## src/common/stats_pkg.sv

```systemverilog
package stats_pkg;

  localparam int DATA_WIDTH = 16;
  localparam int STAT_WIDTH = 32;

  localparam int BUF_DEPTH = 4;

  // Pointers index the buffer entries; the fill level must also hold BUF_DEPTH itself.
  localparam int PTR_WIDTH = $clog2(BUF_DEPTH);
  localparam int OCC_WIDTH = $clog2(BUF_DEPTH + 1);

  typedef logic [DATA_WIDTH-1:0] data_t;
  typedef logic [STAT_WIDTH-1:0] stat_t;
  typedef logic [PTR_WIDTH-1:0]  ptr_t;
  typedef logic [OCC_WIDTH-1:0]  occ_t;

  // Statistic selectors shared by the command port and the clear decoder.
  typedef enum logic [2:0] {
    STAT_WORDS_IN  = 3'd0,  // Words accepted at the input.
    STAT_WORDS_OUT = 3'd1,  // Words delivered at the output.
    STAT_OCCUPANCY = 3'd2,  // Current fill level, not clearable.
    STAT_BLOCKED   = 3'd3,  // Cycles with a word offered to a full buffer.
    STAT_PEAK_OCC  = 3'd4   // Highest fill level seen since the last clear.
  } stat_id_e;

  typedef enum logic {
    OP_READ       = 1'b0,
    OP_READ_CLEAR = 1'b1  // Read, then zero the counter on the next cycle.
  } op_e;

endpackage

```

## src/stats/stats_cnt.sv

```systemverilog
module stats_cnt
  import stats_pkg::*;
(
  input  logic  clk,
  input  logic  rst_n,
  input  logic  clr,
  input  logic  inc,
  input  logic  dec,
  output stat_t cnt
);

  always_ff @(posedge clk) begin
    if (!rst_n) begin
      cnt <= '0;
    end else if (clr) begin
      cnt <= '0;                    // Clear beats any count event.
    end else if (inc && !dec) begin
      cnt <= cnt + 1'b1;
    end else if (dec && !inc) begin
      cnt <= cnt - 1'b1;
    end
  end

  // A lone decrement at zero would wrap to the top, which no statistic should ever see.
  a_no_underflow: assert property (
    @(posedge clk) disable iff (!rst_n)
    (dec && !inc) |-> (cnt != '0)
  ) else $error("stats_cnt: decrement at zero");

endmodule

```

## src/stats/stats_bank.sv

```systemverilog
module stats_bank
  import stats_pkg::*;
(
  input  logic     clk,
  input  logic     rst_n,
  input  logic     push,
  input  logic     pop,
  input  logic     blocked,
  input  occ_t     occupancy,
  input  logic     clr_req,
  input  stat_id_e clr_id,
  output stat_t    words_in,
  output stat_t    words_out,
  output stat_t    occ_stat,
  output stat_t    blocked_cycles,
  output stat_t    peak_occ
);

  logic clr_words_in;
  logic clr_words_out;
  logic clr_blocked;
  logic clr_peak;
  occ_t peak_q;

  // A clear aimed at STAT_OCCUPANCY decodes to nothing.
  assign clr_words_in  = clr_req && (clr_id == STAT_WORDS_IN);
  assign clr_words_out = clr_req && (clr_id == STAT_WORDS_OUT);
  assign clr_blocked   = clr_req && (clr_id == STAT_BLOCKED);
  assign clr_peak      = clr_req && (clr_id == STAT_PEAK_OCC);

  stats_cnt u_words_in (
    .clk  (clk),
    .rst_n(rst_n),
    .clr  (clr_words_in),
    .inc  (push),
    .dec  (1'b0),
    .cnt  (words_in)
  );

  stats_cnt u_words_out (
    .clk  (clk),
    .rst_n(rst_n),
    .clr  (clr_words_out),
    .inc  (pop),
    .dec  (1'b0),
    .cnt  (words_out)
  );

  // Tracks the fill level from the same events the buffer uses.
  stats_cnt u_occupancy (
    .clk  (clk),
    .rst_n(rst_n),
    .clr  (1'b0),
    .inc  (push),
    .dec  (pop),
    .cnt  (occ_stat)
  );

  stats_cnt u_blocked (
    .clk  (clk),
    .rst_n(rst_n),
    .clr  (clr_blocked),
    .inc  (blocked),
    .dec  (1'b0),
    .cnt  (blocked_cycles)
  );

  always_ff @(posedge clk) begin
    if (!rst_n) begin
      peak_q <= '0;
    end else if (clr_peak) begin
      peak_q <= '0;
    end else if (occupancy > peak_q) begin
      peak_q <= occupancy;
    end
  end

  assign peak_occ = stat_t'(peak_q);

  // The counter copy of the fill level must agree with the buffer's own count.
  a_occ_match: assert property (
    @(posedge clk) disable iff (!rst_n)
    1'b1 |=> (occ_stat == stat_t'(occupancy))
  ) else $error("stats_bank: occupancy statistic differs from buffer fill level");

endmodule

```

## src/stream_buffer.sv

```systemverilog
module stream_buffer
  import stats_pkg::*;
(
  input  logic  clk,
  input  logic  rst_n,
  input  logic  in_valid,
  input  data_t in_data,
  output logic  in_ready,
  output logic  out_valid,
  output data_t out_data,
  input  logic  out_ready,
  output logic  push,
  output logic  pop,
  output logic  blocked,
  output occ_t  occupancy
);

  data_t mem [BUF_DEPTH];
  ptr_t  wr_ptr;
  ptr_t  rd_ptr;
  occ_t  count;

  function automatic ptr_t ptr_next(input ptr_t ptr);
    if (ptr == ptr_t'(BUF_DEPTH - 1)) begin
      return '0;
    end
    return ptr + 1'b1;
  endfunction

  // Both ready and valid come from the registered count only.
  assign in_ready  = (count != occ_t'(BUF_DEPTH));
  assign out_valid = (count != '0);
  assign out_data  = mem[rd_ptr];

  assign push    = in_valid && in_ready;
  assign pop     = out_valid && out_ready;
  assign blocked = in_valid && !in_ready;

  assign occupancy = count;

  always_ff @(posedge clk) begin
    if (push) begin
      mem[wr_ptr] <= in_data;
    end
  end

  always_ff @(posedge clk) begin
    if (!rst_n) begin
      wr_ptr <= '0;
      rd_ptr <= '0;
      count  <= '0;
    end else begin
      if (push) begin
        wr_ptr <= ptr_next(wr_ptr);
      end
      if (pop) begin
        rd_ptr <= ptr_next(rd_ptr);
      end
      if (push && !pop) begin
        count <= count + 1'b1;
      end else if (pop && !push) begin
        count <= count - 1'b1;
      end
    end
  end

  a_count_bound: assert property (
    @(posedge clk) disable iff (!rst_n)
    count <= occ_t'(BUF_DEPTH)
  ) else $error("stream_buffer: fill count above depth");

  // Head word must not move while the sink stalls.
  a_out_stable: assert property (
    @(posedge clk) disable iff (!rst_n)
    (out_valid && !out_ready) |=> (out_valid && $stable(out_data))
  ) else $error("stream_buffer: output word changed under back-pressure");

endmodule

```

## src/stats_readout.sv

```systemverilog
module stats_readout
  import stats_pkg::*;
(
  input  logic     clk,
  input  logic     rst_n,
  input  logic     cmd_valid,
  output logic     cmd_ready,
  input  op_e      cmd_op,
  input  stat_id_e cmd_id,
  output logic     rsp_valid,
  input  logic     rsp_ready,
  output stat_t    rsp_value,
  input  stat_t    words_in,
  input  stat_t    words_out,
  input  stat_t    occ_stat,
  input  stat_t    blocked_cycles,
  input  stat_t    peak_occ,
  output logic     clr_req,
  output stat_id_e clr_id
);

  typedef enum logic {
    IDLE    = 1'b0,
    RESPOND = 1'b1
  } state_e;

  state_e state;
  stat_t  sel_value;
  logic   cmd_fire;

  assign cmd_ready = (state == IDLE);
  assign rsp_valid = (state == RESPOND);
  assign cmd_fire  = cmd_valid && cmd_ready;

  always_comb begin
    case (cmd_id)
      STAT_WORDS_IN:  sel_value = words_in;
      STAT_WORDS_OUT: sel_value = words_out;
      STAT_OCCUPANCY: sel_value = occ_stat;
      STAT_BLOCKED:   sel_value = blocked_cycles;
      STAT_PEAK_OCC:  sel_value = peak_occ;
      default:        sel_value = '0;  // Unused ids read as zero.
    endcase
  end

  always_ff @(posedge clk) begin
    if (!rst_n) begin
      state   <= IDLE;
      clr_req <= 1'b0;
    end else begin
      clr_req <= cmd_fire && (cmd_op == OP_READ_CLEAR);  // One-cycle pulse.
      case (state)
        IDLE:    if (cmd_fire) state <= RESPOND;
        RESPOND: if (rsp_ready) state <= IDLE;
        default: state <= IDLE;
      endcase
    end
  end

  // Value is captured before the clear lands, so a read-clear returns the old count.
  always_ff @(posedge clk) begin
    if (cmd_fire) begin
      rsp_value <= sel_value;
      clr_id    <= cmd_id;
    end
  end

  a_rsp_hold: assert property (
    @(posedge clk) disable iff (!rst_n)
    (rsp_valid && !rsp_ready) |=> (rsp_valid && $stable(rsp_value))
  ) else $error("stats_readout: response changed before it was taken");

endmodule

```

## src/stream_stats_top.sv

```systemverilog
module stream_stats_top
  import stats_pkg::*;
(
  input  logic     clk,
  input  logic     rst_n,
  input  logic     in_valid,
  input  data_t    in_data,
  output logic     in_ready,
  output logic     out_valid,
  output data_t    out_data,
  input  logic     out_ready,
  input  logic     cmd_valid,
  output logic     cmd_ready,
  input  op_e      cmd_op,
  input  stat_id_e cmd_id,
  output logic     rsp_valid,
  input  logic     rsp_ready,
  output stat_t    rsp_value
);

  logic     push;
  logic     pop;
  logic     blocked;
  occ_t     occupancy;
  logic     clr_req;
  stat_id_e clr_id;
  stat_t    words_in;
  stat_t    words_out;
  stat_t    occ_stat;
  stat_t    blocked_cycles;
  stat_t    peak_occ;

  stream_buffer u_buffer (
    .clk      (clk),
    .rst_n    (rst_n),
    .in_valid (in_valid),
    .in_data  (in_data),
    .in_ready (in_ready),
    .out_valid(out_valid),
    .out_data (out_data),
    .out_ready(out_ready),
    .push     (push),
    .pop      (pop),
    .blocked  (blocked),
    .occupancy(occupancy)
  );

  stats_bank u_bank (
    .clk           (clk),
    .rst_n         (rst_n),
    .push          (push),
    .pop           (pop),
    .blocked       (blocked),
    .occupancy     (occupancy),
    .clr_req       (clr_req),
    .clr_id        (clr_id),
    .words_in      (words_in),
    .words_out     (words_out),
    .occ_stat      (occ_stat),
    .blocked_cycles(blocked_cycles),
    .peak_occ      (peak_occ)
  );

  stats_readout u_readout (
    .clk           (clk),
    .rst_n         (rst_n),
    .cmd_valid     (cmd_valid),
    .cmd_ready     (cmd_ready),
    .cmd_op        (cmd_op),
    .cmd_id        (cmd_id),
    .rsp_valid     (rsp_valid),
    .rsp_ready     (rsp_ready),
    .rsp_value     (rsp_value),
    .words_in      (words_in),
    .words_out     (words_out),
    .occ_stat      (occ_stat),
    .blocked_cycles(blocked_cycles),
    .peak_occ      (peak_occ),
    .clr_req       (clr_req),
    .clr_id        (clr_id)
  );

endmodule

```

## config.mk

```make
export PLATFORM = sky130hd
export DESIGN_NAME = stream_stats_top
export DESIGN_NICKNAME = d
export VERILOG_FILES = /design/src/common/stats_pkg.sv /design/src/stats/stats_cnt.sv /design/src/stats/stats_bank.sv /design/src/stream_buffer.sv /design/src/stats_readout.sv /design/src/stream_stats_top.sv
export SDC_FILE = /design/constraint.sdc
export NUM_CORES = 1
export LEC_CHECK = 0
export BUFFER_PORTS_ARGS = -buffer_cell sky130_fd_sc_hd__clkbuf_2
export CAP_MARGIN = 20
export CORE_MARGIN = 1
export CORE_UTILIZATION = 50
export DETAILED_ROUTE_END_ITERATION = 10
export PLACE_DENSITY = 0.7
export SYNTH_ARGS = -nofsm -noshare
export SYNTH_HDL_FRONTEND = slang
export SYNTH_SLANG_ARGS = --single-unit
export TNS_END_PERCENT = 50
```

## constraint.sdc

```tcl
create_clock -name clk -period 4.5 [get_ports clk]
set_input_delay 0.225 -clock clk [delete_from_list [all_inputs] [get_ports clk]]
set_output_delay 0.225 -clock clk [all_outputs]
set_load 0.01 [all_outputs]
```

# After elaboration in Yosys (flattened, before gate mapping)
# Memories as Yosys holds them, arrays and structs flattened. A register that Yosys moved wholly into a read port is not among the register bits.
# Index checks and enable logic that the tools add are counted.
# word_totals
out_inout_bits,52
word_cells,79
romBits,0
mem_count,1
mem_bits_rw,64
ff_bits,175
latch_bits,0
# classes
div_mod_pow,0
muxes,22
multipliers,0
bitwise_logic,2
eq_ne,10
reduce_logical,22
order_cmp,1
add_sub_neg,9
shifts,0
# mem_list
memory,words,word_bits,rd,rd_ports_with_merged_regs,write_ports,line_no,source
u_buffer.mem,4,16,1,1,1,stream_buffer.sv:18,data_t mem [BUF_DEPTH];
# op_table
op,n
32-bit case mux with 5 select lines,1
32-bit by 1-bit adder with 32-bit output (second input constant),4
32-bit 2-to-1 mux,2
32-bit by 1-bit subtractor with 32-bit output (second input constant),1
2-bit 2-to-1 mux,6
1-bit logical AND,11
1-bit 2-to-1 mux,10
3-bit by 2-bit == test with 1-bit output (second input constant),3
2-bit OR reduction,4
3-bit by 1-bit == test with 1-bit output (second input constant),2
3-bit == test (second input constant),2
3-bit logical NOT,2
3-bit 2-to-1 mux,2
2-bit by 1-bit adder with 2-bit output (second input constant),2
2-bit == test (second input constant),2
3-bit by 1-bit adder with 3-bit output (second input constant),1
3-bit greater-than comparator,1
1-bit logical NOT,3
3-bit != test (second input constant),1
3-bit nonzero test,1
3-bit by 1-bit subtractor with 3-bit output (second input constant),1
1-bit inverter,2
1-bit case mux with 2 select lines,1
2-bit nonzero test,1

# Logic depth before layout (Yosys ltp)
# Gate-level depths: netlist (run 1).
# logic_depth
word_depth,7
mapped_depth,18
depth_no_buf,16

# Hierarchy
# From an unflattened synthesis (run 1), not the netlist that was laid out.
# hier_totals
cells_unflattened,1883
area_unflattened_um2,17250.3
# modules_own_cells
module,cells_each,instances,area_each_um2
stats_cnt (u_bank.u_words_in),393,1,3039.2
stats_cnt (u_bank.u_occupancy),369,1,2865.2
stats_cnt (u_bank.u_blocked),370,1,2861.5
stream_buffer,138,1,2792.7
stats_cnt (u_bank.u_words_out),355,1,2718.9
stats_readout,200,1,2496.1
stats_bank,58,1,476.7

# Worst setup path before layout (run 1)
# No wires, ideal clock.
# synth_timing
path_type,register to register
from,reg u_buffer.count[0] (netlist: u_buffer.occupancy[0])
to,reg u_bank.u_occupancy.cnt[28]
n_path_buf,1
slack_ns,0.148
stages_incl_launch_ff,18
period_less_slack_ns,4.352
arrival_time_ns,4.231
setup_time_ns,0.121
path_cell_list,dfxtp_1 > nor2_1 > nand2_1 > nand2_1 > inv_1 > clkbuf_1 > ha_1 > inv_1 > ha_1 > nor2b_4 > o31a_1 > or4_4 > a31oi_4 > o211ai_2 > a31o_1 > a221oi_2 > xor2_1 > o21ai_1
# synth_via
elab_chain_len,5
# synth_rtl
element,line_no,source
"start, declared",stream_buffer.sv:21,occ_t count;
"start signal, assigned",stream_buffer.sv:60,count <= count + 1'b1;
"start signal, assigned",stream_buffer.sv:62,count <= count - 1'b1;
"start signal, assigned",stream_buffer.sv:69,count <= occ_t'(BUF_DEPTH)
3-bit != test *,stream_buffer.sv:31,assign in_ready = (count != occ_t'(BUF_DEPTH));
net in_ready,stream_stats_top.sv:8,"output logic in_ready,"
1-bit logical AND *,stream_buffer.sv:35,assign push = in_valid && in_ready;
net push,stream_stats_top.sv:21,logic push;
1-bit logical NOT,-,
1-bit logical AND,stats_cnt.sv:19,end else if (dec && !inc) begin
2-bit nonzero test (no line),-,
"end signal, assigned",stats_cnt.sv:18,cnt <= cnt + 1'b1;
"end signal, assigned",stats_cnt.sv:20,cnt <= cnt - 1'b1;
"end, declared",stats_cnt.sv:9,output stat_t cnt
# The timed path passes the listed nets; every way through them passes the cells marked *.
# A chain may end at the register's enable or synchronous reset.

# Worst setup path after layout (run 1)
# layout_timing
from,reg u_buffer.count[0] (netlist: u_buffer.occupancy[0])
to,reg u_bank.u_occupancy.cnt[31]
# layout_via
elab_chain_len,5
# layout_rtl
element,line_no
3-bit != test or 3-bit nonzero test (tied branches),"stream_buffer.sv:31, stream_buffer.sv:32"
1-bit logical AND (on tied branches),"stream_buffer.sv:35, stream_buffer.sv:36"
1-bit logical NOT,-
1-bit logical AND (on tied branches),"stats_cnt.sv:19, stats_cnt.sv:17"
2-bit nonzero test (no line) or 32-bit 2-to-1 mux (tied branches),-
# Several ways; a longest one is shown, not always the timed one.

==> results of run 1 <==
==> power groups by stage <==
stage	registers (uW)	logic, uW	clock network [uW]
4_1_cts	2770	3190	2080
3_3_place_gp	2800	3110	0
6_report	2770	3200	2050
5_1_grt	2800	3590	2180
2_1_floorplan	2720	2510	0
3_5_place_dp	2810	3160	0
==> synthesized netlist by cell type, types with 3 or more instances <==
master    instances  share of area [%]
dfxtp_1         142                 24
nor2_1          109                3.5
edfxtp_1         99                 25
nand2_1          94                3.0
o21ai_0          67                2.9
xor2_1           63                4.7
a21oi_1          59                2.5
nand3_1          52                2.2
clkbuf_1         45                1.4
ha_1             45                4.8
xnor2_1          37                2.8
a221o_1          29                2.5
a22o_1           29                2.2
inv_1            28               0.90
and3_1           26                1.4
and2_1           25                1.3
or3_1            24                1.3
nand4_1          19                1.0
mux4_2           16                3.1
nor2b_1          13               0.69
nor3_1           11               0.47
a21o_1            8               0.51
mux2i_1           8               0.68
o21bai_1          8               0.51
o211ai_1          7               0.45
a22oi_1           6               0.38
and4_1            6               0.45
a31oi_1           5               0.27
nand2b_1          5               0.27
a21boi_0          4               0.26
o21a_1            4               0.26
o31ai_1           4               0.26
buf_1             3              0.096
o21ai_1           3               0.13
o22ai_1           3               0.16
==> routing by layer <==
layer,global-route usage (%),up-vias
li1,-,4342
met1,32.7,4138
met2,32.9,185
met3,2.28,22
met4,5.42,0
met5,0,-
==> cell type report <==
cell class                 instances  area, um2  area share (%)
tap                              313        392            2.90
inverter                          28        105           0.779
multi-input combinational        821       5650            41.9
sequential                       241       5820            43.1
clock buffer                      35        729            5.41
timing repair buffer             110        701            5.20
clock inverter                    10       96.3           0.714
==> through the flow <==
| step | util [%] | instances | cell area, um2 |
|---|---|---|---|
| finish | 59.2 | 1558 | 13500 |
| global route | 59.2 | 1558 | 13500 |
| CTS | 59.1 | 1557 | 13500 |
| detailed placement | 54.6 | 1493 | 12400 |
| global placement | 54.6 | 1493 | 12400 |
| floorplan | - | 1140 | 11700 |
==> state kept, by name (all words and copies together) (netlist names), named ones only <==
signal,cells
u_readout.clr_id,3
u_bank.u_words_out.cnt,32
u_readout.clr_req,1
u_bank.peak_q,3
u_buffer.wr_ptr,2
u_buffer.rd_ptr,2
u_bank.u_blocked.cnt,32
u_bank.u_words_in.cnt,32
u_readout.rsp_value,32
u_buffer.occupancy,3
u_bank.u_occupancy.cnt,32
u_readout.rsp_valid,1
u_buffer.mem,64
==> logic make-up after synthesis <==
logic type	count (synthesis)
AO/OA/AOI/OAI	254
buffers and inverters	78
adder cells (fa/ha/maj)	47
multiplexers	25
AND/OR/NAND/NOR	395
XOR/XNOR	100
flip-flops	241
==> worst max path at each step <==
| stage | slack (ns) | cells past startpoint | endpoint | start |
|---|---|---|---|---|
| after global routing | 0.21 | 14 | u_bank.u_occupancy.cnt[31] | u_buffer.occupancy[0] |
| after floorplan | 0.15 | 17 | u_bank.u_occupancy.cnt[28] | u_buffer.occupancy[0] |
| after CTS | 0.57 | 14 | u_bank.u_occupancy.cnt[28] | u_buffer.occupancy[0] |
| final | 0.55 | 14 | u_bank.u_occupancy.cnt[31] | u_buffer.occupancy[0] |
| after global placement | 0.65 | 14 | u_bank.u_occupancy.cnt[31] | u_buffer.occupancy[0] |
| after detailed placement | 0.58 | 14 | u_bank.u_occupancy.cnt[28] | u_buffer.occupancy[0] |
==> worst max-delay path: cells and delay by family (launching register included) <==
family | cells | cell delay (ns)
DFF | 1 | 0.39
muxes | 1 | 0.19
AOI/OAI and AO/OA | 7 | 1.77
adders and majority gates | 2 | 0.58
and+or+nand+nor | 3 | 0.75
buffers and inverters | 1 | 0.21
==> results summary, run 1 <==
The worst setup path is captured at a flop. The initialized floorplan defines 55 standard-cell rows. By area, the combinational part of the netlist is dominated by simple AND/OR/NAND/NOR gates. The highest layer touched by signal routing is met4. The detailed-routing wirelength on met1 is 12700 um. The number of sinks driven by the clock tree came out at 241. For hold timing, the worst endpoint is u_readout.clr_id[2]. The number of instances in the synthesized netlist is ~1100.

The count of antenna-violating nets left after detailed routing is 0. The setup slack of the critical path after layout is roughly 0.55 ns. Setup violations remaining at the end of the flow were counted as 0.

Detailed routing inserted a total of 8687 vias. The fmax is between 0.2 and 0.3 GHz. The biggest cell delay along the critical path came out at 0.46 ns. The ratio of cells with drive above 1 in the final layout is a little over an eighth. The internal power of the cells totals 5160 uW. The adder and majority cell fraction of the synthesized area is between 5 and 6%. After Yosys synthesis, and, or, nand and nor cells account for 16.5% of the synthesized area. Clock tree synthesis selected as its root buffer the cell clkbuf_16. The maximum clock insertion buffer count is 3. The critical-path cell with the highest stage delay is or3_1. The number of search-and-repair iterations in the first detailed-routing pass came out at 7. The number of buffers inserted by port buffering came out at 77. The total wirelength of the detailed-routed design came out at roughly 25000 um. The worst setup path is of the reg -> reg kind.

The reg-to-reg startpoint is u_buffer.occupancy[0]. In this run the number of H-tree levels came out at 1. The die footprint is about 24000 um2.

The share of flip-flops with an asynchronous set or reset is 0%. The average cell area after synthesis is around 10 um2. The sequential power share came out at between 30 and 40%.

The endpoint required time on the critical path came out at roughly 5.0 ns. The worst min-delay path startpoint is cmd_id[2]. The clock skew came out at roughly 0.023 ns.

The library cells used most frequently in the layout, excluding fill and tap cells, are dfxtp_1, nor2_1, edfxtp_1, nand2_1, clkbuf_2. The number of antenna repair diodes is 0. The clock network burns between 20% and 30% of the power. The total count of max-transition violations in the final report is 0. The most numerous cell type found on the critical path is ha_1.

The run finished with clean final reports. After detailed routing, the number of vias per cell comes to about 5.6. The proportion of synthesized area in mux cells came out at a little under 4%. The most used flip-flop cell after synthesis is dfxtp_1. The first global-routing pass estimated approximately 42000 um of wire. The standby leakage power came out at 0.00503 uW. The post-CTS setup buffer count came out at 0. The count of synthesis-stage warnings from yosys came out at 0. The most common library cell in the layout ignoring fill and taps is dfxtp_1. The proportion of power drawn by combinational gates is around 40%. The count of max-cap constraint violations came out at 0. The power per unit of standard cell area is about 600 nW/um2.

The relative slew slack is roughly 29%. The number of nets in the synthesized netlist is about 1200. The number of top-level pins came out at slightly below 80. The area of the mapped netlist came out at approximately 12000 um2. The type of element launching the critical path is a flop. The number of antenna violations at the first check in global routing came out at 0. The final RePlAce weighted congestion is between 0.8 and 0.9.

The share of total power consumed by net switching came out at between 30 and 40%. The initial DRC count came out at about 520. The switching component of the power is ~2900 uW. The worst slack at placement is 0.577 ns. The capture point of the worst reg-to-reg path is u_bank.u_occupancy.cnt[31]. The routed wire length on met3 is 1060 um.

The total clock buffers created by CTS came out at 25. For the worst-skew pair, the clock arrives at the later sink with an insertion delay of roughly 0.52 ns. The region available for standard cell placement spans about 23000 um2. The starting utilization of the core area came out at between 50 and 60%. For the final routed database, the setup TNS stands at 0 ns. The DRC violation count after routing came out at 0. The horizontal die dimension is 155 um. The worst-case reg-to-reg path depth came out at 14. The smallest clock period supported by the final layout is computed as 3.95 ns.

The final period utilization is between 80% and 90%. The final HPWL from detailed placement came out at around 18000 um. The count of flip-flops with a built-in enable after synthesis is 99. The worst min-delay path class is in -> reg. The critical path goes through or3_1 > nand2_1 > ha_1 > inv_1 > ha_1 > o21ai_0 > nand2b_1 > a31oi_1 > o221ai_2 > a2111oi_2 > o31ai_1 > a211o_1 > a21oi_1 > mux2i_1. Setup repair after global routing left no endpoint under its margin. The filler cell count came out at 1919. After synthesis, the netlist uses 60 different library cells. The reg-to-reg setup timing slack came out at between 0.5 and 0.6 ns.

The synthesis-to-layout area growth is 15.1%. The number of synthesized register bits came out at 241. The clock slew seen by the registers of the worst setup and hold paths came out at roughly 0.06 ns.

Entering global routing, the biggest net connects a little over 60 pins. The xor and xnor fraction of the mapped netlist area came out at roughly 7.5%. The total congestion overflow after global routing is 0. After clock tree synthesis, the flow added hold-fix buffers numbering 19. The count of cells resized by post-cts repair is 0. TritonCTS built the clock tree.

Counting instances, the worst hold path has a depth of 1. Of all nets on the critical path, the largest fanout is 12. In the final design database the tool counted 1300 nets. The global routing usage summed across all routing layers came out at between 20 and 25%. The die outline height came out at ~160 um. The hold violation count in the final report is 0. The critical path arrival is approximately 4.4 ns. The fraction of the mapped netlist area in compound gates came out at 14.9%. The slew at the pin closest to its max-slew limit is 1.06 ns. The via count of the first global-routing pass is 8218.

The final routed wire length divided by cell count is ~16 um. The total chip power is about 8000 uW. The share of the Yosys chip area taken by registers is 49.6%. The worst IR drop on VDD is 0.299 mV. The routed design uses approximately 11000 um of met2 wire.

The worst hold margin is about 0.036 ns.
Note: power is estimated with default switching activity, not from simulation.
==> run 2, diff against run 1 <==
Settings changed: CORE_MARGIN 1 to 2, CORE_UTILIZATION 50 to 55, PLACE_DENSITY 0.7 to 0.76.
==> run 2 against run 1 <==
  * Core utilization rose by 5.2 points
  * Clock skew down 0.013 ns
  * Total power grew 1.4%
  * Global-route usage is 2.7 points higher
  * Clock power grew 4%
  * Critical path depth unchanged
  * Via count increased by 3.1%
  * Worst setup slack worse by 0.10 ns
  * Wire length increased by 7.8%
  * Die area fell by 6.5%
  * Fmax decreased by 2.5%
  * Worst hold slack worse by 0.019 ns
  * Largest cell class unchanged
==> results summary, run 2 (same netlist as run 1, synthesis figures left out) <==
The worst IR drop on VDD came out at ~0.28 mV. The count of max-cap constraint violations is 0. Setup total negative slack on the finished layout was measured at 0 ns.

The final critical path takes up approximately nine tenths of the cycle. The final HPWL from detailed placement came out at approximately 18000 um. The endpoint required time on the critical path came out at roughly 5.0 ns. Wire segments on met3 add up to roughly 1600 um in the final route. The detailed-routing wirelength on met1 is approximately 12000 um. The standby leakage power came out at 0.00505 uW. The clock slew seen by the registers of the worst setup and hold paths is about 0.060 ns. The maximum fanout encountered on the critical timing path is 12. The multi-input combinational cells in the finished layout cover a total of roughly 5600 um2. In this run the deepest clock path goes through 3 buffers. The detailed router used layers up to and including met4. The critical path arrival is about 4.5 ns.

The total count of max-transition violations in the final report is 0. After detailed routing, the total wire length is approximately 27000 um. The number of H-tree levels came out at 1. The nature of the critical path endpoint is a flop.

The worst setup path is of the reg -> reg kind. The final route contains around 9000 vias. The DRC violation count after routing is 0.

Entering global routing, the biggest net connects between 50 and 60 pins. The final routed wire length divided by cell count is about 18 um. The worst-case reg-to-reg path depth is 14. Gates resized during post-CTS repair numbered 0. The number of sinks driven by the clock tree came out at roughly 240. 0 antenna diodes ended up in the layout. The hold violation count in the final report was 0. The relative slew slack is between 20 and 30%. The initial DRC count came out at about 570. The filler cell count is between 1500 and 2000. Setup repair after global routing left no endpoint under its margin.

After clock tree synthesis, the setup repair step added 0 buffers. The number of antenna violations at the first check in global routing is 0. The register bank with the most flops is u_buffer.mem. The number of search-and-repair iterations in the first detailed-routing pass is 5. The top cell types in the final layout, fill and taps aside, are dfxtp_1, nor2_1, edfxtp_1, nand2_1, clkbuf_2. For the pin with the worst max-slew slack, the measured transition is approximately 1.1 ns. Measured along the x axis, the die boundary spans 150 um. The run finished with clean final reports. The synthesis-to-layout area growth came out at 15.2%. The worst min-delay path startpoint is cmd_id[2]. 78 I/O pins were placed. The final RePlAce weighted congestion is between 0.9 and 1. Static timing analysis puts the maximum clock frequency at around 0.25 GHz. The worst register-to-register path has a setup slack of around 0.45 ns. The later pin in the worst-skew pair is clocked with a latency of ~0.52 ns.

The worst register-to-register path ends at u_bank.u_occupancy.cnt[31]. After the last flow step, the layout net total stands at about 1300. The startpoint identified for the worst register-to-register timing path is u_buffer.occupancy[0]. The floorplan step defined a die boundary enclosing about 22000 um2. Leaving out fill and tap cells, the most frequent cell in the layout is dfxtp_1. Once detail routing completed, the nets flagged for antenna violations numbered 0.

The worst setup path is launched from a flop. The via count of the first global-routing pass came to approximately 8500. The number of rows created at floorplan is 53. The placeable core region is 21000 um2. For this run, the total global-route usage over all layers was measured as between 20% and 30%. Setup violations remaining at the end of the flow were counted as 0. The ratio of cells with drive above 1 in the final layout came out at approximately 13%. The time the worst path needs with I/O delays and setup came out at 4.05 ns. The register with the most flip-flops in the layout has 64 of them. The via density per instance came out at just under 6. The initial utilization of the core area, before any placement, comes to 55.9%. The first-pass GRT wire length is 44000 um. The number of cells on the worst hold path came out at 1. The register area came out at 5820 um2. The worst min-delay path class is in -> reg. The number of hold buffers added after CTS is 19.

For the final database, setup skew stands at between 0.009 and 0.01 ns. The power per unit of standard cell area came out at slightly above 600 nW/um2. The total congestion overflow after global routing is 0. The end point of the most critical hold path is u_readout.clr_id[2]. The met2 layer wire length in the routed design is ~13000 um. The total clock buffers created by CTS came out at 24. From bottom edge to top edge, the die measures ~150 um. The number of buffers inserted by port buffering is between 70 and 80. The tree is rooted in a clkbuf_16. Total power for the finished layout comes to roughly 8100 uW.

The TritonCTS clock tree is yes.
[run 2: power by group]
group,internal [uW],leakage [uW],switching (uW),total (uW)
registers,2540,0.00209,251,2790
logic,1400,0.00254,1820,3220
clock network,1300,0.000421,824,2130
[run 2: critical path, cell delays in order (launching register included)]
cell       delay [ns]
dfxtp_1          0.38
or3_1            0.44
nand2_1          0.13
ha_1             0.16
inv_1            0.21
ha_1             0.40
o211ai_1         0.23
o211ai_1         0.15
a31oi_1          0.29
o221ai_2         0.21
a2111oi_2        0.52
o31ai_1          0.16
a211o_1          0.30
a21oi_1          0.18
mux2i_1          0.20
[run 2: stage by stage]
| step | cell area, um2 | util, % | worst slack [ns] | hold slack [ns] | instances |
|---|---|---|---|---|---|
| 6_report | 13500 | 64.4 | 0.450 | 0.0172 | 1519 |
| 3_5_place_dp | 12400 | 59.1 | 0.559 | 0.445 | 1454 |
| 5_1_grt | 13500 | 64.4 | 0.0914 | 0.0362 | 1519 |
| 2_1_floorplan | 11700 | - | 0.148 | 0.324 | 1140 |
| 3_3_place_gp | 12400 | 59.1 | 0.616 | 0.443 | 1454 |
| 4_1_cts | 13400 | 64.1 | 0.494 | 0.0112 | 1517 |
[run 2: final cells by class]
type	instances	share of cell area (%)
sequential	241	43.1
multi-input combinational	821	41.8
clock buffer	35	5.44
timing repair buffer	110	5.34
tap	275	2.55
clock inverter	9	0.927
inverter	28	0.779
[run 2: how the worst max path moves through the flow]
stage	start	endpoint	slack, ns
finish	u_buffer.occupancy[0]	u_bank.u_occupancy.cnt[31]	0.45
global placement	u_buffer.occupancy[0]	u_bank.u_occupancy.cnt[31]	0.62
floorplan	u_buffer.occupancy[0]	u_bank.u_occupancy.cnt[28]	0.15
CTS	u_buffer.occupancy[0]	u_bank.u_occupancy.cnt[31]	0.49
global route	u_buffer.occupancy[0]	u_bank.u_occupancy.cnt[31]	0.09
detailed placement	u_buffer.occupancy[0]	u_bank.u_occupancy.cnt[31]	0.56
[run 2: routing by layer]
| metal | vias up | GRT usage, % |
|---|---|---|
| li1 | 4352 | - |
| met1 | 4292 | 34.6 |
| met2 | 271 | 39.3 |
| met3 | 45 | 3.35 |
| met4 | 0 | 6.04 |
| met5 | - | 0 |
